$ cat src/design/aes_cfg.svh
//--------------------------------------
// AES size configuration
// Block, column, byte and round counts
//--------------------------------------

`ifndef AES_CFG_SVH
`define AES_CFG_SVH

// Data path widths
`define AES_BLOCK_W 128 // State and key width
`define AES_WORD_W  32  // One state column
`define AES_BYTE_W  8   // One field element

// Pipeline depth
`define AES_ROUNDS  10  // AES-128 round count, one stage each

`endif

$ cat src/design/aes_pkg.sv
//--------------------------------------
// AES shared types and field helpers
// GF(2^8) doubling, round constants and
// the GF(2^4)/GF(2^2) composite arithmetic
//--------------------------------------

`include "aes_cfg.svh"

package aes_pkg;

   typedef logic [`AES_BLOCK_W-1:0] block_t; // State or round key
   typedef logic [`AES_WORD_W-1:0]  word_t;  // Column, MSB byte is row 0
   typedef logic [`AES_BYTE_W-1:0]  byte_t;  // GF(2^8) element
   typedef logic [3:0]              nib_t;   // GF(2^4) element

   // Payload handed from stage to stage
   typedef struct packed {
      logic   valid; // Block present
      block_t state; // Cipher state after this round
      block_t rkey;  // Round key used by this round
   } stage_t;

   //--------------------------------------
   // GF(2^2), basis as in the S-box tower
   function automatic logic [1:0] gf_mul2(logic [1:0] a, logic [1:0] b);
      logic hh;
      hh = a[1] & b[1];
      return {hh ^ (a[0] & b[1]) ^ (a[1] & b[0]), hh ^ (a[0] & b[0])};
   endfunction

   function automatic logic [1:0] gf_sq2(logic [1:0] a);
      return {a[1], a[1] ^ a[0]}; // Frobenius, linear
   endfunction

   function automatic logic [1:0] gf_mul2_phi(logic [1:0] a);
      return gf_mul2(a, 2'b10); // phi = 2'b10
   endfunction

   function automatic logic [1:0] gf_inv2(logic [1:0] a);
      return gf_sq2(a); // a^-1 == a^2 in GF(4), 0 stays 0
   endfunction

   //--------------------------------------
   // GF(2^4) over x^2 + x + phi
   function automatic nib_t gf_mul4(nib_t a, nib_t b);
      logic [1:0] hh, ll, ss;
      hh = gf_mul2(a[3:2], b[3:2]);                     // High product
      ll = gf_mul2(a[1:0], b[1:0]);                     // Low product
      ss = gf_mul2(a[3:2] ^ a[1:0], b[3:2] ^ b[1:0]);   // Karatsuba middle
      return {ss ^ ll, gf_mul2_phi(hh) ^ ll};
   endfunction

   function automatic nib_t gf_sq4(nib_t a);
      logic [1:0] s1;
      s1 = gf_sq2(a[3:2]);
      return {s1, gf_mul2_phi(s1) ^ gf_sq2(a[1:0])};
   endfunction

   function automatic nib_t gf_mul4_lambda(nib_t a);
      return gf_mul4(a, 4'b1100); // lambda = 4'b1100
   endfunction

   //--------------------------------------
   // GF(2^8) doubling, AES polynomial 0x11b
   function automatic byte_t xtime(byte_t a);
      return {a[6:0], 1'b0} ^ (a[7] ? 8'h1b : 8'h00);
   endfunction

   // Round constant for rounds 1..10
   function automatic byte_t rcon_of(int unsigned round);
      byte_t rc;
      rc = 8'h01;
      for (int unsigned i = 1; i < round; i++) begin
         rc = xtime(rc); // Powers of x
      end
      return rc;
   endfunction

endpackage

$ cat src/design/aes_gf_inv.sv
//--------------------------------------
// GF(2^8) multiplicative inverse
// Composite field GF(((2^2)^2)^2) tower
// lambda = 4'b1100, phi = 2'b10
//--------------------------------------

module aes_gf_inv
   import aes_pkg::*;
(
   input  byte_t x, // Field element, polynomial basis
   output byte_t y  // Inverse, 0 maps to 0
);

   //--------------------------------------
   // Basis change matrices, entry [i] is output bit i
   localparam logic [7:0][7:0] ISO = {
      8'b1010_0000, // Bit 7
      8'b1101_1110,
      8'b1010_1100,
      8'b1010_1110,
      8'b1100_0110,
      8'b1001_1110,
      8'b0101_0010,
      8'b0100_0011  // Bit 0
   };

   localparam logic [7:0][7:0] ISO_INV = {
      8'b1110_0010, // Bit 7
      8'b0100_0100,
      8'b0110_0010,
      8'b0111_0110,
      8'b0011_1110,
      8'b1001_1110,
      8'b0011_0000,
      8'b0111_0101  // Bit 0
   };

   byte_t xm;       // x in composite basis
   byte_t ym;       // Inverse in composite basis
   nib_t  hi, lo;   // Coefficients of the GF(2^4) pair
   nib_t  sum;      // hi + lo
   nib_t  norm;     // GF(2^4) norm
   nib_t  norm_inv; // Inverse of norm

   // GF(2) matrix times vector
   function automatic byte_t mat_mul(logic [7:0][7:0] m, byte_t v);
      byte_t r;
      for (int i = 0; i < 8; i++) begin
         r[i] = ^(m[i] & v); // Row parity
      end
      return r;
   endfunction

   // GF(2^4) inverse through one more tower level
   function automatic nib_t inv4(nib_t a);
      logic [1:0] s, n;
      s = a[3:2] ^ a[1:0];
      n = gf_inv2(gf_mul2_phi(gf_sq2(a[3:2])) ^ gf_mul2(s, a[1:0])); // GF(4) norm inverse
      return {gf_mul2(a[3:2], n), gf_mul2(s, n)};
   endfunction

   //--------------------------------------
   assign xm        = mat_mul(ISO, x);   // Into tower field
   assign {hi, lo}  = xm;
   assign sum       = hi ^ lo;
   assign norm      = gf_mul4_lambda(gf_sq4(hi)) ^ gf_mul4(sum, lo);
   assign norm_inv  = inv4(norm);
   assign ym        = {gf_mul4(hi, norm_inv), gf_mul4(sum, norm_inv)};
   assign y         = mat_mul(ISO_INV, ym); // Back to AES basis

endmodule

$ cat src/design/aes_round.sv
//--------------------------------------
// One AES encryption round, combinational
// SubBytes, ShiftRows, MixColumns, AddRoundKey
//--------------------------------------

`include "aes_cfg.svh"

module aes_round
   import aes_pkg::*;
#(
   parameter bit FINAL = 1'b0 // Last round skips MixColumns
) (
   input  block_t state_in,  // State entering the round
   input  block_t rkey,      // Round key for this round
   output block_t state_out  // State after AddRoundKey
);

   localparam int NC = `AES_BLOCK_W / `AES_WORD_W; // Columns
   localparam int BW = `AES_BYTE_W;

   word_t sub [NC]; // After SubBytes
   word_t shf [NC]; // After ShiftRows
   word_t mix [NC]; // After MixColumns

   // Column times the fixed {02,03,01,01} circulant
   function automatic word_t mix_col(word_t w);
      byte_t a [4];
      byte_t b [4];
      word_t r;
      for (int i = 0; i < 4; i++) begin
         a[i] = w[31-8*i -: 8];
         b[i] = xtime(a[i]); // 2 * a
      end
      for (int i = 0; i < 4; i++) begin
         r[31-8*i -: 8] = b[i] ^ b[(i+1)%4] ^ a[(i+1)%4] ^ a[(i+2)%4] ^ a[(i+3)%4];
      end
      return r;
   endfunction

   //--------------------------------------
   // Byte substitution, column 0 at the MSB end
   for (genvar c = 0; c < NC; c++) begin : g_col
      aes_sbox_word i_sbox (
         .x (state_in[`AES_BLOCK_W-1-`AES_WORD_W*c -: `AES_WORD_W]),
         .y (sub[c])
      );
   end

   always_comb begin
      for (int c = 0; c < NC; c++) begin
         for (int r = 0; r < 4; r++) begin
            shf[c][`AES_WORD_W-1-BW*r -: BW] = sub[(c+r)%NC][`AES_WORD_W-1-BW*r -: BW]; // Row r left by r
         end
         mix[c] = FINAL ? shf[c] : mix_col(shf[c]);
      end
   end

   assign state_out = {mix[0], mix[1], mix[2], mix[3]} ^ rkey; // AddRoundKey

endmodule

$ cat src/design/aes_round_stage.sv
//--------------------------------------
// AES pipeline stage
// Expands its round key, runs one round,
// registers state, key and valid
//--------------------------------------

`include "aes_cfg.svh"

module aes_round_stage
   import aes_pkg::*;
#(
   parameter int ROUND = 1 // 1 .. AES_ROUNDS
) (
   input  logic   CLK,
   input  logic   rst,  // Async, active high
   input  stage_t prev, // From previous stage
   output stage_t next  // Registered result
);

   word_t  k [4];     // Previous round key words
   word_t  n [4];     // New round key words
   word_t  rot;       // RotWord of last key word
   word_t  sub;       // SubWord result
   word_t  tmp;       // SubWord ^ rcon
   block_t new_key;   // Round key ROUND
   block_t round_out; // Round result

   //--------------------------------------
   // Key schedule
   assign k[0] = prev.rkey[127:96];
   assign k[1] = prev.rkey[95:64];
   assign k[2] = prev.rkey[63:32];
   assign k[3] = prev.rkey[31:0];

   assign rot = {k[3][23:0], k[3][31:24]}; // Rotate left one byte

   aes_sbox_word i_subword (
      .x (rot),
      .y (sub)
   );

   assign tmp  = sub ^ {rcon_of(ROUND), 24'h0}; // rcon into top byte
   assign n[0] = k[0] ^ tmp;
   assign n[1] = k[1] ^ n[0]; // XOR chain
   assign n[2] = k[2] ^ n[1];
   assign n[3] = k[3] ^ n[2];

   assign new_key = {n[0], n[1], n[2], n[3]};

   //--------------------------------------
   // Round data path
   aes_round #(
      .FINAL (ROUND == `AES_ROUNDS)
   ) i_round (
      .state_in  (prev.state),
      .rkey      (new_key),
      .state_out (round_out)
   );

   always_ff @(posedge CLK or posedge rst) begin
      if (rst) begin
         next <= '0; // Empty stage
      end else begin
         next.valid <= prev.valid;
         next.state <= round_out;
         next.rkey  <= new_key; // Carried to next stage
      end
   end

endmodule

$ cat src/design/aes_sbox_word.sv
//--------------------------------------
// AES S-box over one 32-bit column
// Field inverse plus affine map per byte
//--------------------------------------

`include "aes_cfg.svh"

module aes_sbox_word
   import aes_pkg::*;
(
   input  word_t x, // Four input bytes
   output word_t y  // Four substituted bytes
);

   localparam int NB = `AES_WORD_W / `AES_BYTE_W; // Bytes per word

   byte_t inv [NB]; // Inverted bytes

   // Affine map, b ^ rotations 1..4 ^ 0x63
   function automatic byte_t affine(byte_t b);
      return b ^ {b[6:0], b[7]} ^ {b[5:0], b[7:6]} ^ {b[4:0], b[7:5]} ^
             {b[3:0], b[7:4]} ^ 8'h63;
   endfunction

   for (genvar i = 0; i < NB; i++) begin : g_byte
      aes_gf_inv i_inv (
         .x (x[`AES_BYTE_W*i +: `AES_BYTE_W]),
         .y (inv[i])
      );
      assign y[`AES_BYTE_W*i +: `AES_BYTE_W] = affine(inv[i]); // Final S-box value
   end

endmodule

$ cat config.mk
export PLATFORM = sky130hd
export DESIGN_NAME = aes_round_stage
export DESIGN_NICKNAME = d
export VERILOG_FILES = /design/src/design/aes_pkg.sv /design/src/design/aes_gf_inv.sv /design/src/design/aes_round.sv /design/src/design/aes_round_stage.sv /design/src/design/aes_sbox_word.sv
export VERILOG_INCLUDE_DIRS = /design/src /design/src/design
export SDC_FILE = /design/constraint.sdc
export NUM_CORES = 2
export LEC_CHECK = 0
export ABC_CLOCK_PERIOD_IN_PS = 9600
export BUFFER_PORTS_ARGS = -buffer_cell sky130_fd_sc_hd__buf_2
export CAP_MARGIN = 20
export CORE_MARGIN = 4
export CORE_UTILIZATION = 29
export CTS_CLUSTER_DIAMETER = 150
export DETAILED_ROUTE_END_ITERATION = 6
export PLACE_DENSITY = 0.54
export RECOVER_POWER = 100
export SETUP_SLACK_MARGIN = 0.1
export SYNTH_ARGS = -nofsm -noshare
export SYNTH_HDL_FRONTEND = slang
export SYNTH_HIERARCHICAL = 1
export SYNTH_SLANG_ARGS = --single-unit
$ cat constraint.sdc
create_clock -name CLK -period 9.6 [get_ports CLK]
set_clock_uncertainty 0.05 [all_clocks]
set_input_delay 1.44 -clock CLK [delete_from_list [all_inputs] [get_ports CLK]]
set_output_delay 1.44 -clock CLK [all_outputs]
set_load 0.05 [all_outputs]
# After elaboration in Yosys (flattened, before gate mapping)
# Cells that the tools add are included.
dict set report word_totals {
  n_memories 0
  mem_bits_ro 0
  latch_bits 0
  register_bits 257
  input_bits 259
  out_inout_bits 257
  ram_bits 0
  wordCells 2785
}
dict set report op_classes {
  div_mod_pow 0
  n_lt_le_gt_ge 0
  n_shift 0
  mux 16
  mul 0
  addsub 0
  reduce_logical 320
  bitwise_logic 2446
  eq_ne 0
}
# cell n
set op_table {}
lappend op_table {{$reduce_xor 8->1} 320}
lappend op_table {{$xor 8x8->8} 160}
lappend op_table {{$xor 1x1->1} 980}
lappend op_table {{$and 1x1->1} 960}
lappend op_table {{$xor 2x2->2} 280}
lappend op_table {{$xor 4x4->4} 40}
lappend op_table {{$xor 128x128->128} 1}
lappend op_table {{$xor 32x32->32} 4}
lappend op_table {{$mux 5} 16}
lappend op_table {{$not 4->4} 20}
lappend op_table {{$not 1->1} 1}

# Depth between registers and ports, before layout
dict set report logic_depth {
  ltp_word 33
  mapped_depth 31
  ltp_nobuf 27
}

# Modules after synthesis
# The synthesis kept the hierarchy.
# mod cells_per_inst n_inst seq_area_each_um2 area_per_inst_um2
set by_module_without_submodules {}
lappend by_module_without_submodules {{aes_gf_inv at i_round.g_col[0].i_sbox.g_byte[1].i_inv ...} 261 19 0.0 2145.8}
lappend by_module_without_submodules {aes_round_stage 418 1 6431.2 8516.9}
lappend by_module_without_submodules {aes_round 578 1 0.0 5111.2}
lappend by_module_without_submodules {{aes_sbox_word at i_round.g_col[0].i_sbox ...} 66 4 0.0 873.3}
lappend by_module_without_submodules {{aes_gf_inv at i_round.g_col[0].i_sbox.g_byte[0].i_inv} 304 1 0.0 2288.4}
lappend by_module_without_submodules {{aes_sbox_word at i_subword} 62 1 0.0 899.6}

# Least setup slack after synthesis
# No wires, ideal clock.
dict set report synth_path {
  kind {input-to-reg}
  start {input prev[231] (netlist name)}
  end {register next[201] (netlist name)}
  setup_time_ps 125
  stages 30
  arrival_time_ps 8849
  required_ps 9425
  slack_ps 576
  n_path_buf 8
  cell_sequence {buf_2 -> xnor2_1 -> xnor2_1 -> inv_1 -> nand2_1 -> nand2_1 -> ha_1 -> buf_1 -> xor2_1 -> nand2_1 -> xnor2_2 -> inv_2 -> clkbuf_1 -> clkbuf_1 -> ha_1 -> clkbuf_1 -> clkbuf_1 -> clkbuf_1 -> clkbuf_1 -> o31ai_1 -> a221oi_1 -> nand4_1 -> xnor2_1 -> xor2_1 -> xnor2_1 -> xnor3_1 -> xnor2_1 -> xnor2_1 -> xnor2_1 -> xnor2_1}
}
# item line_no
set synth_rtl {}
lappend synth_rtl {{from (decl)} aes_round_stage.sv:16} ;# input stage_t prev,
lappend synth_rtl {{to (decl)} aes_round_stage.sv:17} ;# output stage_t next

==> metrics.yaml <==
rows: 168
drt-total-wl_microns: 241000
post_cts_buffers: 0
grt_max_degree: 129
drt_iter0_drc: 3813
place.gp.congestion: 0.958
worst_slew_pin_slew_ns: 4.38
largest_reg_flops: 257
drv_cap: 2
io_pins: 516
start_util_pct: 29.1
cp_max_fo: 13
cp-end-kind: "register"
async_flop_share_pct: 100
status: "finished with violations"
cp_slowest_stage_delay_ns: 0.58
via_per_inst: 5.23
cts_tree: "yes"
yosysTopAreaCell: "xnor2_1"
crit_type: "in2reg"
hold_end: "next[256]"
fin_ws_ns: 0.386
startpoint_type: "input pin"
drc: 17
fmax_mhz: 109
synth_top_area_share_pct: 20.9
cts-root-buf: "clkbuf_16"
die_y_microns: 467
syn-num-nets: 6944
yosysWarnings: 6
cpMostUsedCell: "xnor2_1"
die_width_microns: 467
wl_per_cell_microns: 23.8
min_path_cells: 1
grt_pass1_wl_microns: 346000
reg_top3: "next x257"
violations: "design-rule violations, max-capacitance violations, max-slew violations"
synthesis.instances: 6585
grt_pass1_vias: 50900
finalSetupViolCount: 0
relSlewSlack_pct: -192
cp_num_buf_inv: 4
syn_to_final_growth_pct: 14.6
synthTopCellsByArea: "xnor2_1 21%, dfrtp_1 11%, xnor3_1 9.6%"
overflow: 0
detail-route-antenna-nets: 0
clock_sinks: 257
clockBufferDepth: 3
die_area_sq_um: 218000
drt_first_pass_iters: 7
synth_area_sq_um: 61100
slew_viol_final: 214
routed-via-count: 53000
pre_cts_ws_ns: -0.0847
antenna_found_initial: 44
avgSynthCellArea_sq_um: 9.28
seqCellArea_sq_um: 6430
hold_start: "prev[256]"
path_clk_slew_ns: 0.05
hp-class: "in2reg"
ctsResizeCount: 0
required_ns: 10.05
place_hpwl_microns: 204000
critical_path.top_delay_family: "XOR/XNOR gates"
slowest_stage: "ha_1"
finalNetCount: 7630
postCtsHoldBufs: 0
numPortBuffers: 515
hold_violations: 0
finalCritPeriodShare_pct: 96.0
cts_buffers: 39
htree_levels: 2
rsz0062_at_grt: "no"
core_sq_um: 210000
ys_types: 86
fin_crit_ns: 9.21
fill_cells: 21800
ys_ff_latch: 257
arrival_ns: 9.67
yosysSeqAreaShare_pct: 10.5
regMostFlops: "next"
drive_gt1_share_pct: 16.1
synth_edf_count: 0
multi_input_area_sq_um: 52500
gr-usage-all-layers_pct: 21.1
synthFlopType: "dfrtp_1"
-- cell usage after synthesis (all sizes together) (124+ instances only) --
| cell type | number |
|---|---|
| o21ai | 240 |
| nand2b | 135 |
| mux2i | 198 |
| a21oi | 185 |
| clkbuf | 149 |
| nand2 | 451 |
| xnor3 | 330 |
| buf | 191 |
| xnor2 | 1526 |
| nand3 | 124 |
| xor2 | 532 |
| dfrtp | 257 |
| nor2 | 493 |
-- layer usage --
| metal | vias up | GRT usage (%) | wire (microns) |
|---|---|---|---|
| met3 | 428 | 2.92 | 12600 |
| li1 | 25000 | - | - |
| met1 | 25700 | 26.2 | 99300 |
| met4 | 12 | 16.3 | 21800 |
| met2 | 1780 | 33.1 | 108000 |
| met5 | - | 0 | 76 |
-- how the worst max path moves through the flow --
stage | startpoint | end | slack (ns) | cells after the start
6_report | prev[18] | next[188] | 0.39 | 28
2_1_floorplan | prev[231] | next[201] | 0.58 | 30
4_1_cts | prev[18] | next[223] | 0.52 | 29
5_1_grt | prev[12] | next[208] | 0.07 | 29
3_5_place_dp | prev[18] | next[223] | -0.08 | 29
3_3_place_gp | prev[18] | next[223] | -0.14 | 29
-- logic make-up after synthesis --
group                    after synthesis  share of synthesized area [%]
buffers and inverters                443                           3.36
multiplexers                         236                           4.06
AO/OA/AOI/OAI                       1313                           17.0
XOR/XNOR                            2507                           48.9
AND/OR/NAND/NOR                     1729                           14.1
adder cells (fa/ha/maj)              100                           2.05
flip-flops                           257                           10.5
-- placed cells by master (no fill, tap or decap), drive strengths merged, types with 85 or more instances in the layout --
cell type / n
xnor3: 330
nand2: 451
dfrtp: 257
nand3: 124
xnor2: 1526
mux2i: 198
buf: 675
xor3: 119
a21oi: 185
nor2: 493
clkbuf: 358
o21ai: 240
ha: 100
xor2: 532
nand2b: 135
nor3: 85
-- through the flow --
stage	util (%)	setup TNS [ns]	cell area (sq um)	hold slack [ns]	instances
2_1_floorplan	-	0	61100	1.42	6585
3_3_place_gp	33.1	-0.177	69300	1.50	10000
3_5_place_dp	33.1	-0.114	69300	1.51	10000
4_1_cts	33.7	0	70700	0.856	10100
5_1_grt	33.4	0	70000	0.875	10100
6_report	33.4	0	70000	0.908	10100
-- cell type report --
cell class | count | share of cell area (%)
Tap cell | 2805 | 5.01
Antenna cell | 29 | 0.104
Timing Repair Buffer | 985 | 8.14
Inverter | 103 | 0.554
Sequential cell | 257 | 9.19
Clock inverter | 20 | 0.427
Clock buffer | 49 | 1.54
Multi-Input combinational cell | 5885 | 75.0
Power is left out: the tool's default activity adds up to more than one toggle a clock period on the data nets, which glitch-free logic cannot reach.
